$ cat src/logic/arcade_pkg.sv
package arcade_pkg;

	// keyboard side
	typedef logic [11:0] key_vec_t;

	localparam int KEY_RIGHT  = 0;
	localparam int KEY_LEFT   = 1;
	localparam int KEY_DOWN   = 2;
	localparam int KEY_UP     = 3;
	localparam int KEY_START1 = 5; // bit 4 unused
	localparam int KEY_START2 = 6;
	localparam int KEY_COIN1  = 7;
	localparam int KEY_W      = 8;
	localparam int KEY_S      = 9;
	localparam int KEY_A      = 10;
	localparam int KEY_D      = 11;

	// player controls into the game core, 11 bits
	typedef struct packed {
		logic r_right;
		logic r_left;
		logic r_down;
		logic r_up;
		logic l_right;
		logic l_left;
		logic l_down;
		logic l_up;
		logic start1;
		logic start2;
		logic coin1;
	} player_ctl_t;

	// core pixel, 3/3/2 colour plus timing
	typedef struct packed {
		logic [2:0] r;
		logic [2:0] g;
		logic [1:0] b;
		logic       hblank;
		logic       vblank;
		logic       hs;
		logic       vs;
	} game_pixel_t;

	// board vga pins
	typedef struct packed {
		logic [5:0] r;
		logic [5:0] g;
		logic [5:0] b;
		logic       hs;
		logic       vs;
	} vga_out_t;

endpackage

$ cat src/logic/board_shell.sv
`timescale 1ns/1ps

module board_shell #(
	parameter int AUDIO_WIDTH = 16,
	parameter int FILTER_LEN  = 4
) (
	input  logic                    clock_48,
	input  logic                    reset,
	input  logic                    ce_pix,
	input  logic                    ps2_clk,
	input  logic                    ps2_data,
	input  logic [7:0]              joystick_0,
	input  logic [7:0]              joystick_1,
	input  logic [31:0]             status,
	input  logic [1:0]              buttons,
	input  logic [AUDIO_WIDTH-1:0]  audio,
	input  arcade_pkg::game_pixel_t pixel_in,
	output arcade_pkg::player_ctl_t controls,
	output logic                    game_reset,
	output logic [5:0]              vga_r,
	output logic [5:0]              vga_g,
	output logic [5:0]              vga_b,
	output logic                    vga_hs,
	output logic                    vga_vs,
	output logic                    audio_l,
	output logic                    audio_r,
	output logic                    led
);

	import arcade_pkg::*;

	logic [7:0] byte_data;
	logic       byte_valid;
	key_vec_t   keys;
	vga_out_t   vga;
	logic       audio_bit;

	ps2_receiver #(.FILTER_LEN(FILTER_LEN)) i_ps2_receiver (
		.clock_48   (clock_48),
		.reset      (reset),
		.ps2_clk    (ps2_clk),
		.ps2_data   (ps2_data),
		.byte_data  (byte_data),
		.byte_valid (byte_valid)
	);

	key_mapper i_key_mapper (
		.clock_48   (clock_48),
		.reset      (reset),
		.byte_data  (byte_data),
		.byte_valid (byte_valid),
		.keys       (keys)
	);

	input_combiner i_input_combiner (
		.clock_48   (clock_48),
		.reset      (reset),
		.keys       (keys),
		.joystick_0 (joystick_0),
		.joystick_1 (joystick_1),
		.status     (status),
		.buttons    (buttons),
		.controls   (controls),
		.game_reset (game_reset)
	);

	video_blanker i_video_blanker (
		.clock_48 (clock_48),
		.reset    (reset),
		.ce_pix   (ce_pix),
		.pixel_in (pixel_in),
		.vga      (vga)
	);

	sigma_delta_dac #(.AUDIO_WIDTH(AUDIO_WIDTH)) i_sigma_delta_dac (
		.clock_48  (clock_48),
		.reset     (reset),
		.audio     (audio),
		.audio_bit (audio_bit)
	);

	assign vga_r  = vga.r;
	assign vga_g  = vga.g;
	assign vga_b  = vga.b;
	assign vga_hs = vga.hs;
	assign vga_vs = vga.vs;

	assign audio_l = audio_bit; // mono core, same stream both sides
	assign audio_r = audio_bit;
	assign led     = 1'b1;

endmodule

$ cat src/logic/input_combiner.sv
`timescale 1ns/1ps

module input_combiner (
	input  logic                    clock_48,
	input  logic                    reset,
	input  arcade_pkg::key_vec_t    keys,
	input  logic [7:0]              joystick_0,
	input  logic [7:0]              joystick_1,
	input  logic [31:0]             status,
	input  logic [1:0]              buttons,
	output arcade_pkg::player_ctl_t controls,
	output logic                    game_reset
);

	import arcade_pkg::*;

	logic [7:0]  joy0_meta;
	logic [7:0]  joy0_sync;
	logic [7:0]  joy1_meta;
	logic [7:0]  joy1_sync;
	logic [2:0]  rst_meta; // status[0], status[6], buttons[1]
	logic [2:0]  rst_sync;
	player_ctl_t controls_next;

	// joystick bits: 0 up, 1 down, 2 right, 3 left
	always_comb begin
		controls_next.r_right = keys[KEY_RIGHT] | joy0_sync[2];
		controls_next.r_left  = keys[KEY_LEFT]  | joy0_sync[3];
		controls_next.r_down  = keys[KEY_DOWN]  | joy0_sync[1];
		controls_next.r_up    = keys[KEY_UP]    | joy0_sync[0];
		controls_next.l_right = keys[KEY_D]     | joy0_sync[2]; // joystick_0, as on the board
		controls_next.l_left  = keys[KEY_A]     | joy1_sync[3];
		controls_next.l_down  = keys[KEY_S]     | joy1_sync[1];
		controls_next.l_up    = keys[KEY_W]     | joy1_sync[0];
		controls_next.start1  = keys[KEY_START1];
		controls_next.start2  = keys[KEY_START2];
		controls_next.coin1   = keys[KEY_COIN1];
	end

	always_ff @(posedge clock_48) begin
		if (reset) begin
			joy0_meta  <= '0;
			joy0_sync  <= '0;
			joy1_meta  <= '0;
			joy1_sync  <= '0;
			rst_meta   <= '0;
			rst_sync   <= '0;
			controls   <= '0;
			game_reset <= 1'b0;
		end else begin
			joy0_meta  <= joystick_0;
			joy0_sync  <= joy0_meta;
			joy1_meta  <= joystick_1;
			joy1_sync  <= joy1_meta;
			rst_meta   <= {buttons[1], status[6], status[0]};
			rst_sync   <= rst_meta;
			controls   <= controls_next;
			game_reset <= |rst_sync;
		end
	end

endmodule

$ cat src/logic/key_mapper.sv
`timescale 1ns/1ps

module key_mapper (
	input  logic                 clock_48,
	input  logic                 reset,
	input  logic [7:0]           byte_data,
	input  logic                 byte_valid,
	output arcade_pkg::key_vec_t keys
);

	import arcade_pkg::*;

	localparam logic [7:0] CODE_EXTEND  = 8'hE0;
	localparam logic [7:0] CODE_RELEASE = 8'hF0;

	logic       extended;
	logic       released;
	logic       hit;
	logic [3:0] key_index;

	// set 2 scan codes; arrows only after E0
	always_comb begin
		hit = 1'b1;
		key_index = 4'd0;
		if (extended) begin
			case (byte_data)
				8'h74:   key_index = 4'(KEY_RIGHT);
				8'h6B:   key_index = 4'(KEY_LEFT);
				8'h72:   key_index = 4'(KEY_DOWN);
				8'h75:   key_index = 4'(KEY_UP);
				default: hit = 1'b0;
			endcase
		end else begin
			case (byte_data)
				8'h1D:   key_index = 4'(KEY_W);
				8'h1B:   key_index = 4'(KEY_S);
				8'h1C:   key_index = 4'(KEY_A);
				8'h23:   key_index = 4'(KEY_D);
				8'h16:   key_index = 4'(KEY_START1); // '1'
				8'h1E:   key_index = 4'(KEY_START2); // '2'
				8'h2E:   key_index = 4'(KEY_COIN1);  // '5'
				default: hit = 1'b0;
			endcase
		end
	end

	always_ff @(posedge clock_48) begin
		if (reset) begin
			extended <= 1'b0;
			released <= 1'b0;
			keys     <= '0;
		end else if (byte_valid) begin
			if (byte_data == CODE_EXTEND) begin
				extended <= 1'b1;
			end else if (byte_data == CODE_RELEASE) begin
				released <= 1'b1;
			end else begin
				extended <= 1'b0; // prefixes only last one code
				released <= 1'b0;
				if (hit)
					keys[key_index] <= ~released;
			end
		end
	end

endmodule

$ cat src/logic/ps2_receiver.sv
`timescale 1ns/1ps

module ps2_receiver #(
	parameter int FILTER_LEN = 4
) (
	input  logic       clock_48,
	input  logic       reset,
	input  logic       ps2_clk,
	input  logic       ps2_data,
	output logic [7:0] byte_data,
	output logic       byte_valid
);

	localparam int IDLE_LIMIT = 2000;

	logic [1:0]            clk_sync;
	logic [1:0]            data_sync;
	logic [FILTER_LEN-1:0] clk_hist;
	logic                  clk_filt;
	logic                  fall;
	logic [3:0]            bit_count;
	logic [9:0]            shift_reg;
	logic [10:0]           idle_count;
	logic                  frame_ok;
	logic                  last_bit;

	// pins are asynchronous, idle high
	always_ff @(posedge clock_48) begin
		if (reset) begin
			clk_sync  <= 2'b11;
			data_sync <= 2'b11;
			clk_hist  <= '1;
			clk_filt  <= 1'b1;
		end else begin
			clk_sync  <= {clk_sync[0], ps2_clk};
			data_sync <= {data_sync[0], ps2_data};
			clk_hist  <= {clk_hist[FILTER_LEN-2:0], clk_sync[1]};
			if (&clk_hist)
				clk_filt <= 1'b1;
			else if (~|clk_hist)
				clk_filt <= 1'b0;
		end
	end

	assign fall     = clk_filt & ~|clk_hist; // filtered level about to drop
	assign last_bit = (bit_count == 4'd10);

	// start low, odd parity over data+parity, stop high
	assign frame_ok = ~shift_reg[0] & data_sync[1] & (^shift_reg[9:1]);

	always_ff @(posedge clock_48) begin
		if (reset) begin
			bit_count  <= '0;
			idle_count <= '0;
			byte_valid <= 1'b0;
		end else begin
			byte_valid <= 1'b0;
			if (fall) begin
				idle_count <= '0;
				if (last_bit) begin
					bit_count  <= '0;
					byte_valid <= frame_ok;
				end else begin
					bit_count <= bit_count + 4'd1;
				end
			end else if (bit_count != 4'd0) begin
				if (idle_count == 11'(IDLE_LIMIT - 1)) begin
					bit_count  <= '0; // drop partial frame
					idle_count <= '0;
				end else begin
					idle_count <= idle_count + 11'd1;
				end
			end else begin
				idle_count <= '0;
			end
		end
	end

	always_ff @(posedge clock_48) begin
		if (fall && !last_bit)
			shift_reg <= {data_sync[1], shift_reg[9:1]}; // lsb first
		if (fall && last_bit && frame_ok)
			byte_data <= shift_reg[8:1];
	end

endmodule

$ cat src/logic/sigma_delta_dac.sv
`timescale 1ns/1ps

module sigma_delta_dac #(
	parameter int AUDIO_WIDTH = 16
) (
	input  logic                   clock_48,
	input  logic                   reset,
	input  logic [AUDIO_WIDTH-1:0] audio,
	output logic                   audio_bit
);

	logic [AUDIO_WIDTH:0] acc; // one guard bit for the carry

	// carry leaves the loop each cycle, remainder is kept
	always_ff @(posedge clock_48) begin
		if (reset)
			acc <= '0;
		else
			acc <= {1'b0, acc[AUDIO_WIDTH-1:0]} + {1'b0, audio};
	end

	assign audio_bit = acc[AUDIO_WIDTH];

endmodule

$ cat src/logic/video_blanker.sv
`timescale 1ns/1ps

module video_blanker (
	input  logic                    clock_48,
	input  logic                    reset,
	input  logic                    ce_pix,
	input  arcade_pkg::game_pixel_t pixel_in,
	output arcade_pkg::vga_out_t    vga
);

	import arcade_pkg::*;

	logic       blank;
	logic [2:0] r3;
	logic [2:0] g3;
	logic [2:0] b3;
	vga_out_t   vga_next;

	always_comb begin
		blank = pixel_in.hblank | pixel_in.vblank;
		r3 = blank ? 3'b000 : pixel_in.r;
		g3 = blank ? 3'b000 : pixel_in.g;
		b3 = blank ? 3'b000 : {pixel_in.b, pixel_in.b[0]}; // blue to 3 bits first

		// repeat 3 bits twice for 6-bit dac
		vga_next.r  = {r3, r3};
		vga_next.g  = {g3, g3};
		vga_next.b  = {b3, b3};
		vga_next.hs = pixel_in.hs;
		vga_next.vs = pixel_in.vs;
	end

	always_ff @(posedge clock_48) begin
		if (reset)
			vga <= '0;
		else if (ce_pix)
			vga <= vga_next; // one pixel of latency
	end

endmodule

$ cat config.mk
export PLATFORM = sky130hd
export DESIGN_NAME = board_shell
export DESIGN_NICKNAME = d
export VERILOG_FILES = /design/src/logic/arcade_pkg.sv /design/src/logic/board_shell.sv /design/src/logic/input_combiner.sv /design/src/logic/key_mapper.sv /design/src/logic/ps2_receiver.sv /design/src/logic/sigma_delta_dac.sv /design/src/logic/video_blanker.sv
export SDC_FILE = /design/constraint.sdc
export NUM_CORES = 1
export LEC_CHECK = 0
export BUFFER_PORTS_ARGS = -buffer_cell sky130_fd_sc_hd__buf_2
export CORE_UTILIZATION = 58
export DETAILED_ROUTE_END_ITERATION = 10
export PLACE_DENSITY = 0.85
export SLEW_MARGIN = 20
export SYNTH_ARGS = -nofsm -noshare
export SYNTH_HDL_FRONTEND = slang
export SYNTH_SLANG_ARGS = --single-unit
$ cat constraint.sdc
create_clock -name clock_48 -period 4.2 [get_ports clock_48]
set_input_delay 0.21 -clock clock_48 [delete_from_list [all_inputs] [get_ports clock_48]]
set_output_delay 0.21 -clock clock_48 [all_outputs]
set_load 0.02 [all_outputs]
==> reports/metrics.csv <==
stage,metric,value,unit
run_status,status,completed,
clock_network,clk_pin_slew,0.05,ns
synth,yosys_most_used_dff,dfxtp_1,
detailed_routing,wl,10600,um
clock_network,cts_buffer_depth,2,
cells_and_area,layout_commonest_cell,dfxtp_1,
synth,ys_types,64,
synth,netlist_area,0.00497,mm2
synth,ys_seq_area_frac,0.500,
clock_network,post_cts_buffers,0,
detailed_routing,viasPerCell,5.41,
timing,slew_headroom,0.565,
setup_path,path_cells,"ha_1, fa_1, a21o_1, a21oi_1, o31ai_1, and4_1, o21a_1, nor3_1",
setup_path,crit_family,compound AO/OA/AOI/OAI gates,
synth,async_flop_share,0,
placed_design,place_area,0.00533,mm2
synth,synth.avg_cell_area,10.1,um2
setup_path,crit_slowest_cell,fa_1,
power_and_ir_drop,p_leak,2.55,nW
power_and_ir_drop,ir_drop,429,uV
setup_path,critPathBufInv,0,
setup_path,path_class,flip-flop to flip-flop,
grt,grt_usage,0.253,
grt,overflow,0,
placed_design,io_buffers,76,
setup_path,endpoint_kind,flip-flop,
detailed_routing,drt_iter0_markers,150,
setup_path,required,4.62,ns
setup_path,critPathLaunchType,flip-flop,
floorplan,rows,33,
clock_network,h-tree-depth,4,
floorplan,start_util,0.602,
timing,worstMarginPinSlew,0.649,ns
synth,ys_warn_count,0,
floorplan,core,0.00826,mm2
timing,maxSlewViolCount,0,
synth,ys_ff_latch,115,
cells_and_area,fin_area,0.00615,mm2
cells_and_area,nNetsFinal,687,
cells_and_area,largest_register,i_sigma_delta_dac.acc,
cells_and_area,area_growth,23.9,%
timing,fin_crit,2.33,ns
hold_path,hold_class,input port to flip-flop,
cells_and_area,diodes,0,
synth,synth_nets,595,
detailed_routing,wl_per_cell,15.1,um
detailed_routing,ant_nets,0,
synth,synth_edf_count,18,
cells_and_area,nFillCells,560,
grt,grt_pass1_wl,17200,um
floorplan,die_h,94.5,um
floorplan,dieArea,0.00894,mm2
floorplan,ios,118,
detailed_routing,drc_errors,0,
grt,antenna_found_initial,0,
flow_run,maxCapViolations,0,
cells_and_area,mostFrequentLayoutCells,"dfxtp_1, buf_2, nor2_1",
timing,timing.final.hold_violations,0,
clock_network,cts_repair_resize_count,0,
placed_design,place.gp.congestion,0.811,
grt,grt_pass1_vias,3779,
clock_network,clock-root-buffer,clkbuf_8,
detailed_routing,drt_pre_antenna_iters,5,
cells_and_area,largest_reg_flops,17,
timing,timing.final.crit_share,0.554,
power_and_ir_drop,powerDensity,529,mW/mm2
setup_path,slowest_delay,0.42,ns
detailed_routing,num_vias,3795,
clock_network,clk_latency,0.51,ns
cells_and_area,drive_above_1_share,0.220,
grt,grt_max_degree,37,
clock_network,cts.sinks,115,
setup_path,cp_max_fo,4,
clock_network,tritoncts,done,
timing,rsz0062_at_grt,false,
timing,fin_tns_setup,0,ns
floorplan,die_x,94.5,um
timing,setup_viol,0,
placed_design,hpwlAfterDp,6300,um
clock_network,cts-buffers-inserted,17,
synth,synthCells,491,
timing,clock_skew,0.0117,ns
clock_network,postCtsHoldBufs,22,
setup_path,crit_arrival,2.75,ns
timing,fmax,429,MHz
path summary, 6_finish.rpt:
kind / start / endpoint / slack, ns / depth (start not counted)
max reg2reg: i_sigma_delta_dac.acc[0] / i_sigma_delta_dac.acc[14] / 1.87 / 8
min reg2reg: i_ps2_receiver.clk_sync[1] / i_ps2_receiver.clk_hist[0] / 0.41 / 1
max: i_sigma_delta_dac.acc[0] / i_sigma_delta_dac.acc[14] / 1.87 / 8
min: audio[0] / i_sigma_delta_dac.acc[0] / 0.07 / 3
tightest hold or removal path, cell delays in order:
cell	delay, ns
buf_2	0.09
ha_1	0.12
nor2b_1	0.12
through the flow:
| step | hold WS, ns | instances | util | total power [mW] | worst slack (ns) |
|---|---|---|---|---|---|
| after floorplan | 0.314 | 491 | - | 1.67 | 1.73 |
| after global placement | 0.392 | 647 | 0.645 | 1.76 | 1.76 |
| after detailed placement | 0.395 | 647 | 0.645 | 1.79 | 1.63 |
| after CTS | 0.0517 | 701 | 0.745 | 3.25 | 1.63 |
| after global routing | 0.0716 | 701 | 0.745 | 3.40 | 1.74 |
| final | 0.0737 | 701 | 0.745 | 3.25 | 1.87 |
Yosys cell counts (4+ instances only):
master	instances	area (um2)
a31oi_1	8	50.1
and4_1	4	35.0
nor3_1	13	65.1
edfxtp_1	18	541
nand2_1	11	41.3
nand3_1	18	90.1
clkbuf_1	11	41.3
xnor2_1	17	149
o21a_1	4	30.0
inv_1	10	37.5
nand3b_1	9	67.6
a21oi_1	26	130
nor2b_1	30	188
nand2b_1	16	100
a21o_1	9	67.6
ha_1	20	250
xor2_1	10	87.6
mux2i_1	5	50.1
buf_4	14	105
nor2_1	54	203
nor3b_1	6	45.0
o21ai_0	8	40.0
o31ai_1	4	30.0
and2_1	4	25.0
dfxtp_1	97	1940
or2_2	9	56.3
o21bai_1	5	37.5
layout make-up:
type | instances | area [um2] | share of cell area
Clock inverter | 8 | 124 | 0.0201
Timing Repair Buffer | 101 | 623 | 0.101
Clock buffer | 24 | 480 | 0.0781
Multi-Input combinational cell | 338 | 2270 | 0.370
Sequential cell | 115 | 2480 | 0.403
Tap cell | 105 | 131 | 0.0214
Inverter | 10 | 37.5 | 0.00610
layer usage:
metal | up-vias | wire [um] | part of all wire | global-route usage
met3 | 22 | 395 | 0.037 | 0.0612
met4 | 0 | 252 | 0.024 | 0.135
met5 | - | 0 | 0 | 0
met2 | 93 | 5560 | 0.53 | 0.444
li1 | 1892 | - | - | -
met1 | 1788 | 4350 | 0.41 | 0.281
cell families after synthesis:
logic type               Yosys count  share of synthesized area
adder cells (fa/ha/maj)           21                     0.0544
XOR/XNOR                          27                     0.0476
other                              1                   0.000755
buffers and inverters             38                     0.0431
multiplexers                       9                     0.0191
flip-flops                       115                      0.500
AO/OA/AOI/OAI                     85                      0.118
AND/OR/NAND/NOR                  195                      0.217
report_power, final:
group / switching (mW) / leakage, nW / total (mW) / internal [mW]
registers: 0.0257 / 0.955 / 1.22 / 1.20
clock network: 0.481 / 0.291 / 1.45 / 0.965
logic: 0.329 / 1.30 / 0.585 / 0.256
Note: power is estimated with default switching activity, not from simulation.
